$ cat config.mk
export PLATFORM = sky130hd
export DESIGN_NAME = streamer_top
export DESIGN_NICKNAME = d
export VERILOG_FILES = /design/src/rtl/streamer_pkg.sv /design/src/rtl/streamer_addr_gen.sv /design/src/rtl/streamer_source.sv /design/src/rtl/streamer_sink.sv /design/src/rtl/streamer_tcdm_mux.sv /design/src/rtl/streamer_top.sv
export SDC_FILE = /design/constraint.sdc
export NUM_CORES = 1
export LEC_CHECK = 0
export ABC_CLOCK_PERIOD_IN_PS = 4000
export BUFFER_PORTS_ARGS = -buffer_cell sky130_fd_sc_hd__clkbuf_2
export CAP_MARGIN = 20
export CORE_MARGIN = 2
export CORE_UTILIZATION = 50
export DETAILED_ROUTE_END_ITERATION = 16
export PLACE_DENSITY = 0.71
export SLEW_MARGIN = 20
export SYNTH_ARGS = -nofsm -noshare
export SYNTH_HDL_FRONTEND = slang
export SYNTH_HIERARCHICAL = 1
export SYNTH_SLANG_ARGS = --single-unit
export TNS_END_PERCENT = 30
$ cat constraint.sdc
create_clock -name clk_i -period 4 [get_ports clk_i]
set_input_delay 0.2 -clock clk_i [delete_from_list [all_inputs] [get_ports clk_i]]
set_output_delay 0.2 -clock clk_i [all_outputs]
set_load 0.02 [all_outputs]
$ cat src/rtl/streamer_pkg.sv
// Widths, bus structs and enums shared by the streamer RTL and its testbench
package streamer_pkg;

  localparam int unsigned DATA_W   = 32;
  localparam int unsigned ADDR_W   = 16;
  localparam int unsigned LEN_W    = 8;
  localparam int unsigned NUM_CHAN = 3;

  // Memory channel index, also the mux port number
  typedef enum logic [1:0] {
    CHAN_X = 2'd0,
    CHAN_W = 2'd1,
    CHAN_Z = 2'd2
  } chan_id_e;

  typedef enum logic {
    GEN_IDLE = 1'b0,
    GEN_RUN  = 1'b1
  } gen_state_e;

  // Per-stream control, start is a single-cycle pulse
  typedef struct packed {
    logic              start;
    logic [ADDR_W-1:0] base;
    logic [ADDR_W-1:0] stride;
    logic [LEN_W-1:0]  len;
  } stream_ctrl_t;

  typedef struct packed {
    logic              valid;
    logic [DATA_W-1:0] data;
  } stream_beat_t;

  // Word-addressed memory request, wen high for a write
  typedef struct packed {
    logic              req;
    logic              wen;
    logic [ADDR_W-1:0] addr;
    logic [DATA_W-1:0] wdata;
  } mem_req_t;

  typedef struct packed {
    logic              r_valid;
    logic [DATA_W-1:0] r_data;
  } mem_rsp_t;

  typedef struct packed {
    logic x_done;
    logic w_done;
    logic z_done;
  } streamer_flags_t;

endpackage

$ cat src/rtl/streamer_addr_gen.sv
// Strided word address generator, stepped once per accepted memory request
module streamer_addr_gen
  import streamer_pkg::*;
(
  input  logic              clk_i,
  input  logic              rst_n_i,
  input  logic              clear_i,
  input  stream_ctrl_t      ctrl_i,
  input  logic              step_i,
  output logic [ADDR_W-1:0] addr_o,
  output logic              active_o,
  output logic              last_o
);

  gen_state_e        state_q;
  logic [LEN_W-1:0]  remain_q;
  logic [ADDR_W-1:0] addr_q;
  logic [ADDR_W-1:0] stride_q;
  logic              advance;

  // Steps outside a run are ignored
  assign advance = step_i && (state_q == GEN_RUN);

  always_ff @(posedge clk_i or negedge rst_n_i) begin
    if (!rst_n_i) begin
      state_q  <= GEN_IDLE;
      remain_q <= '0;
    end else if (clear_i) begin
      state_q  <= GEN_IDLE;
      remain_q <= '0;
    end else if (ctrl_i.start) begin
      // Zero length means nothing to issue
      state_q  <= (ctrl_i.len != '0) ? GEN_RUN : GEN_IDLE;
      remain_q <= ctrl_i.len;
    end else if (advance) begin
      remain_q <= remain_q - LEN_W'(1);
      if (last_o) begin
        state_q <= GEN_IDLE;
      end
    end
  end

  always_ff @(posedge clk_i) begin
    if (ctrl_i.start) begin
      addr_q   <= ctrl_i.base;
      stride_q <= ctrl_i.stride;
    end else if (advance) begin
      // Wraps modulo the address space
      addr_q <= addr_q + stride_q;
    end
  end

  assign addr_o   = addr_q;
  assign active_o = (state_q == GEN_RUN);
  assign last_o   = active_o && (remain_q == LEN_W'(1));

endmodule

$ cat src/rtl/streamer_source.sv
// Load channel, turns strided reads into an outgoing stream through a credit-checked FIFO
module streamer_source
  import streamer_pkg::*;
#(
  parameter int unsigned FIFO_DEPTH = 4
)(
  input  logic         clk_i,
  input  logic         rst_n_i,
  input  logic         clear_i,
  input  stream_ctrl_t ctrl_i,
  output mem_req_t     mem_req_o,
  input  logic         mem_gnt_i,
  input  mem_rsp_t     mem_rsp_i,
  output stream_beat_t stream_o,
  input  logic         ready_i,
  output logic         done_o
);

  localparam int unsigned PTR_W = $clog2(FIFO_DEPTH);
  localparam int unsigned CNT_W = PTR_W + 1;

  logic [DATA_W-1:0] fifo_q [FIFO_DEPTH];
  logic [CNT_W-1:0]  wr_ptr_q;
  logic [CNT_W-1:0]  rd_ptr_q;
  logic [CNT_W-1:0]  pending_q;
  logic [LEN_W-1:0]  len_q;
  logic [LEN_W-1:0]  beat_cnt_q;
  logic              done_q;
  logic [ADDR_W-1:0] gen_addr;
  logic              gen_active;
  logic              grant;
  logic              push;
  logic              pop;
  logic              empty;

  streamer_addr_gen i_addr_gen (
    .clk_i    ( clk_i      ),
    .rst_n_i  ( rst_n_i    ),
    .clear_i  ( clear_i    ),
    .ctrl_i   ( ctrl_i     ),
    .step_i   ( grant      ),
    .addr_o   ( gen_addr   ),
    .active_o ( gen_active ),
    .last_o   (            )
  );

  // pending_q counts reads in flight plus words held, a read needs a free slot
  assign mem_req_o.req   = gen_active && (pending_q < CNT_W'(FIFO_DEPTH));
  assign mem_req_o.wen   = 1'b0;
  assign mem_req_o.addr  = gen_addr;
  assign mem_req_o.wdata = '0;

  assign grant = mem_req_o.req && mem_gnt_i;
  assign push  = mem_rsp_i.r_valid;
  assign empty = (wr_ptr_q == rd_ptr_q);
  assign pop   = !empty && ready_i;

  assign stream_o.valid = !empty;
  assign stream_o.data  = fifo_q[rd_ptr_q[PTR_W-1:0]];

  always_ff @(posedge clk_i or negedge rst_n_i) begin
    if (!rst_n_i) begin
      wr_ptr_q  <= '0;
      rd_ptr_q  <= '0;
      pending_q <= '0;
    end else if (clear_i) begin
      wr_ptr_q  <= '0;
      rd_ptr_q  <= '0;
      pending_q <= '0;
    end else begin
      wr_ptr_q  <= wr_ptr_q + CNT_W'(push);
      rd_ptr_q  <= rd_ptr_q + CNT_W'(pop);
      pending_q <= pending_q + CNT_W'(grant) - CNT_W'(pop);
    end
  end

  always_ff @(posedge clk_i) begin
    if (push) begin
      fifo_q[wr_ptr_q[PTR_W-1:0]] <= mem_rsp_i.r_data;
    end
  end

  // Beat counter against the latched length drives the done flag
  always_ff @(posedge clk_i or negedge rst_n_i) begin
    if (!rst_n_i) begin
      len_q      <= '0;
      beat_cnt_q <= '0;
      done_q     <= 1'b0;
    end else if (clear_i) begin
      beat_cnt_q <= '0;
      done_q     <= 1'b0;
    end else if (ctrl_i.start) begin
      len_q      <= ctrl_i.len;
      beat_cnt_q <= '0;
      done_q     <= 1'b0;
    end else if (pop) begin
      beat_cnt_q <= beat_cnt_q + LEN_W'(1);
      if (beat_cnt_q == len_q - LEN_W'(1)) begin
        done_q <= 1'b1;
      end
    end
  end

  assign done_o = done_q;

endmodule

$ cat src/rtl/streamer_sink.sv
// Store channel, writes each incoming Z beat to the next strided address
module streamer_sink
  import streamer_pkg::*;
(
  input  logic         clk_i,
  input  logic         rst_n_i,
  input  logic         clear_i,
  input  stream_ctrl_t ctrl_i,
  input  stream_beat_t stream_i,
  output logic         ready_o,
  output mem_req_t     mem_req_o,
  input  logic         mem_gnt_i,
  output logic         done_o
);

  logic [ADDR_W-1:0] gen_addr;
  logic              gen_active;
  logic              gen_last;
  logic              grant;
  logic              done_q;

  streamer_addr_gen i_addr_gen (
    .clk_i    ( clk_i      ),
    .rst_n_i  ( rst_n_i    ),
    .clear_i  ( clear_i    ),
    .ctrl_i   ( ctrl_i     ),
    .step_i   ( grant      ),
    .addr_o   ( gen_addr   ),
    .active_o ( gen_active ),
    .last_o   ( gen_last   )
  );

  assign mem_req_o.req   = gen_active && stream_i.valid;
  assign mem_req_o.wen   = 1'b1;
  assign mem_req_o.addr  = gen_addr;
  assign mem_req_o.wdata = stream_i.data;

  // A grant consumes the beat and advances the address together
  assign grant   = mem_req_o.req && mem_gnt_i;
  assign ready_o = grant;

  always_ff @(posedge clk_i or negedge rst_n_i) begin
    if (!rst_n_i) begin
      done_q <= 1'b0;
    end else if (clear_i || ctrl_i.start) begin
      done_q <= 1'b0;
    end else if (grant && gen_last) begin
      done_q <= 1'b1;
    end
  end

  assign done_o = done_q;

endmodule

$ cat src/rtl/streamer_tcdm_mux.sv
// Round-robin arbiter sharing one memory port among the load and store channels
module streamer_tcdm_mux
  import streamer_pkg::*;
(
  input  logic                         clk_i,
  input  logic                         rst_n_i,
  input  logic                         clear_i,
  input  mem_req_t [NUM_CHAN-1:0]      chan_req_i,
  output logic     [NUM_CHAN-1:0]      chan_gnt_o,
  output mem_rsp_t [NUM_CHAN-1:0]      chan_rsp_o,
  output mem_req_t                     mem_req_o,
  input  logic                         mem_gnt_i,
  input  mem_rsp_t                     mem_rsp_i
);

  chan_id_e last_q;
  chan_id_e sel;
  chan_id_e rd_chan_q;
  logic     rd_pend_q;
  logic     any_req;
  logic     mem_grant;

  // Search downwards so the channel right after the last winner ends up selected
  always_comb begin
    int cand;
    sel     = last_q;
    any_req = 1'b0;
    for (int k = NUM_CHAN; k >= 1; k--) begin
      cand = (int'(last_q) + k) % NUM_CHAN;
      if (chan_req_i[cand].req) begin
        sel     = chan_id_e'(2'(cand));
        any_req = 1'b1;
      end
    end
  end

  assign mem_req_o = any_req ? chan_req_i[sel] : '0;
  assign mem_grant = any_req && mem_gnt_i;

  always_comb begin
    chan_gnt_o      = '0;
    chan_gnt_o[sel] = mem_grant;
  end

  // Read data goes back only to the channel that issued it
  always_comb begin
    for (int i = 0; i < NUM_CHAN; i++) begin
      chan_rsp_o[i].r_valid = mem_rsp_i.r_valid && rd_pend_q && (int'(rd_chan_q) == i);
      chan_rsp_o[i].r_data  = mem_rsp_i.r_data;
    end
  end

  always_ff @(posedge clk_i or negedge rst_n_i) begin
    if (!rst_n_i) begin
      last_q    <= CHAN_Z;
      rd_chan_q <= CHAN_X;
      rd_pend_q <= 1'b0;
    end else if (clear_i) begin
      last_q    <= CHAN_Z;
      rd_pend_q <= 1'b0;
    end else begin
      rd_pend_q <= mem_grant && !mem_req_o.wen;
      if (mem_grant) begin
        last_q    <= sel;
        rd_chan_q <= sel;
      end
    end
  end

endmodule

$ cat src/rtl/streamer_top.sv
// Streamer top level, X and W load sources and the Z sink behind one shared memory port
module streamer_top
  import streamer_pkg::*;
#(
  parameter int unsigned FIFO_DEPTH = 4
)(
  input  logic            clk_i,
  input  logic            rst_n_i,
  input  logic            clear_i,
  input  stream_ctrl_t    x_ctrl_i,
  input  stream_ctrl_t    w_ctrl_i,
  input  stream_ctrl_t    z_ctrl_i,
  output stream_beat_t    x_stream_o,
  input  logic            x_ready_i,
  output stream_beat_t    w_stream_o,
  input  logic            w_ready_i,
  input  stream_beat_t    z_stream_i,
  output logic            z_ready_o,
  output mem_req_t        mem_req_o,
  input  logic            mem_gnt_i,
  input  mem_rsp_t        mem_rsp_i,
  output streamer_flags_t flags_o
);

  mem_req_t [NUM_CHAN-1:0] chan_req;
  logic     [NUM_CHAN-1:0] chan_gnt;
  mem_rsp_t [NUM_CHAN-1:0] chan_rsp;

  // Output side, operand sources
  streamer_source #(
    .FIFO_DEPTH ( FIFO_DEPTH )
  ) i_x_source (
    .clk_i     ( clk_i            ),
    .rst_n_i   ( rst_n_i          ),
    .clear_i   ( clear_i          ),
    .ctrl_i    ( x_ctrl_i         ),
    .mem_req_o ( chan_req[CHAN_X] ),
    .mem_gnt_i ( chan_gnt[CHAN_X] ),
    .mem_rsp_i ( chan_rsp[CHAN_X] ),
    .stream_o  ( x_stream_o       ),
    .ready_i   ( x_ready_i        ),
    .done_o    ( flags_o.x_done   )
  );

  streamer_source #(
    .FIFO_DEPTH ( FIFO_DEPTH )
  ) i_w_source (
    .clk_i     ( clk_i            ),
    .rst_n_i   ( rst_n_i          ),
    .clear_i   ( clear_i          ),
    .ctrl_i    ( w_ctrl_i         ),
    .mem_req_o ( chan_req[CHAN_W] ),
    .mem_gnt_i ( chan_gnt[CHAN_W] ),
    .mem_rsp_i ( chan_rsp[CHAN_W] ),
    .stream_o  ( w_stream_o       ),
    .ready_i   ( w_ready_i        ),
    .done_o    ( flags_o.w_done   )
  );

  // Input side, result sink, has no response path
  streamer_sink i_z_sink (
    .clk_i     ( clk_i            ),
    .rst_n_i   ( rst_n_i          ),
    .clear_i   ( clear_i          ),
    .ctrl_i    ( z_ctrl_i         ),
    .stream_i  ( z_stream_i       ),
    .ready_o   ( z_ready_o        ),
    .mem_req_o ( chan_req[CHAN_Z] ),
    .mem_gnt_i ( chan_gnt[CHAN_Z] ),
    .done_o    ( flags_o.z_done   )
  );

  streamer_tcdm_mux i_tcdm_mux (
    .clk_i      ( clk_i     ),
    .rst_n_i    ( rst_n_i   ),
    .clear_i    ( clear_i   ),
    .chan_req_i ( chan_req  ),
    .chan_gnt_o ( chan_gnt  ),
    .chan_rsp_o ( chan_rsp  ),
    .mem_req_o  ( mem_req_o ),
    .mem_gnt_i  ( mem_gnt_i ),
    .mem_rsp_i  ( mem_rsp_i )
  );

endmodule

==> flow_summary_export.csv <==
group,metric,value,unit
outcome,outcome,"complete, no violations",
worst_setup_path,crit_type,"register to output pin",
power_and_ir_drop,ir_drop,513,uV
clocking,cts_tree,"built",
clocking,clk_latency,590,ps
floorplanning,dieArea,46600,um^2
route,first_iter_violations,1019,
final_layout,finalNetCount,2305,
route,routed-wl-met2,25.3,mm
final_layout,multi_input_area,8340,um^2
sta,hold_violations,0,
route,wl,51.6,mm
final_layout,final_util,60.3,%
floorplanning,ioPinCount,315,
clocking,cts_max_level,2,
place,placed_area,23700,um^2
sta,skew,21.4,ps
logic_synthesis,syn_area_per_cell,13.5,um^2
route,drcViolationCount,0,
logic_synthesis,syn_area,22400,um^2
min_path,hold_class,"input port to register",
clocking,cts_setup_buffers,0,
clocking,cts.path.max_buffers,3,
job,maxCapViolations,0,
final_layout,areaGrowthSynthToFinish,18.9,%
grt,first_global_vias,14932,
floorplanning,die_w,216,um
route,met1Wirelength,20.6,mm
sta,finalMaxSlewViolations,0,
floorplanning,die_y,216,um
route,vias,14360,
power_and_ir_drop,p_per_area,540,nW/um^2
route,wl_met3,4.06,mm
grt,grt_max_degree,49,
place,hpwl,34.6,mm
final_layout,drive_above_1_share,27.3,%
final_layout,regArea,12700,um^2
route,detail_route.wl_per_cell,19.4,um
final_layout,final_cell_area,26700,um^2
logic_synthesis,synthCells,1665,
worst_setup_path,cp.required,3800,ps
route,drt_first_pass_iters,5,
clocking,cts-buffers-inserted,46,
sta,final-setup-viol-count,0,
sta,rsz0062_at_grt,"false",
worst_setup_path,critPathMaxFanout,22,
floorplanning,core_area,44200,um^2
grt,track_usage,22.1,%
sta,worstMarginPinSlew,837,ps
place,port_buffers,314,
final_layout,fillers,3323,
sta,fin_setup_tns,0,ps
clocking,clock-sinks,437,
logic_synthesis,synth_warnings,6,
sta,slew_headroom,44.0,%
clocking,ctsRootBufferMaster,"clkbuf_16",
power_and_ir_drop,power_leakage,10.7,nW
grt,gr-total-overflow,0,
sta,fmax,263,MHz
sta,period_minus_slack,3800,ps
route,highest_layer,"met5",
place,gp_congestion,0.919,
floorplanning,initial_core_util,50.8,%
route,via_per_inst,5.39,
sta,min_period_over_period,95.1,%
worst_setup_path,start_kind,"register",
floorplanning,rows,77,
worst_setup_path,crit_path_end_kind,"output pin",
clocking,clkTransAtPathRegs,60,ps
route,postRouteAntennaNets,0,
grt,antenna_found_initial,3,
worst_setup_path,cp.arrival,3600,ps
grt,grt_pass1_wl,80.3,mm
power by group:
part	leakage [nW]	total (mW)	switching (mW)	internal, mW
sequential	4.37	5.36	0.173	5.19
clock	0.728	4.22	1.83	2.39
combinational	5.57	4.83	2.96	1.86
layer usage:
layer  vias up  global-route usage, %
li1       6737                      -
met1      7005                   27.0
met2       513                   37.9
met3       101                   5.69
met4         4                   7.98
met5         -                      0
final cells by class:
class / count / share of cell area (%)
flip-flops and latches: 437 / 47.6
multi-input cells: 1025 / 31.2
inverters: 37 / 0.520
clock buffers: 58 / 4.56
repair buffers: 487 / 12.2
clock inverters: 25 / 1.05
well taps: 592 / 2.78
diodes: 1 / 0.00938
timing repair:
action,CTS,global route
resized for setup,0,6
hold buffers,148,0
endpoints found under the setup margin,0,22
hold endpoints to repair,432,0
path summary, 6_finish.rpt:
path	start	endpoint	slack, ps	cells past startpoint
max reg2reg	i_tcdm_mux/last_q[1]	i_x_source/i_addr_gen/remain_q[3]	210	15
max in group asynchronous	rst_n_i	i_z_sink/i_addr_gen/remain_q[2]	2810	3
max	i_tcdm_mux/last_q[1]	mem_req_o[32]	200	10
min reg2reg	i_tcdm_mux/rd_chan_q[0]	i_tcdm_mux/rd_chan_q[0]	530	1
min in group asynchronous	rst_n_i	i_x_source/len_q[5]	210	2
min	z_ctrl_i[36]	i_z_sink/i_addr_gen/addr_o[12]	90	3
flip-flops by register name (all words and copies together), names as in the netlist, 8 cells and up:
register	flops
i_w_source/fifo_q	128
i_x_source/fifo_q	128
i_w_source/i_addr_gen/addr_o	16
i_w_source/i_addr_gen/stride_q	16
i_x_source/i_addr_gen/addr_o	16
i_x_source/i_addr_gen/stride_q	16
i_z_sink/i_addr_gen/addr_o	16
i_z_sink/i_addr_gen/stride_q	16
i_w_source/beat_cnt_q	8
i_w_source/i_addr_gen/remain_q	8
i_w_source/len_q	8
i_x_source/beat_cnt_q	8
i_x_source/i_addr_gen/remain_q	8
i_x_source/len_q	8
i_z_sink/i_addr_gen/remain_q	8
cells in the final DEF (no fill, tap or decap), types with 40 or more instances in the layout:
cell             n
dfrtp_1         82
xor2_1          40
mux2i_1         62
xnor2_1         60
nor2_1          98
clkbuf_16       47
a21oi_1         57
conb_1          67
nand2_1        110
dlygate4sd3_1  148
edfxtp_1       352
clkbuf_2       313
ha_1            69
o21ai_0         44
mux4_2          64
critical path, cell delays in order (launching register included):
cell	delay [ps]
dfstp_2	580
inv_1	70
ha_2	240
mux2_4	330
and2_4	170
nand2b_1	130
a221o_1	410
buf_4	190
nand2_2	510
o2bb2ai_2	150
clkbuf_2	190
metrics by stage:
stage               hold slack, ps  cells  power, mW  setup slack, ps
detailed placement             253   2430       10.1              187
CTS                           62.0   2661       14.5             78.2
global route                  73.4   2662       15.1             4.45
finish                        92.1   2662       14.4              198
global placement               249   2428       10.0              328
floorplan                    -95.6   1729       8.98              359
(Power assumes the default switching activity.)
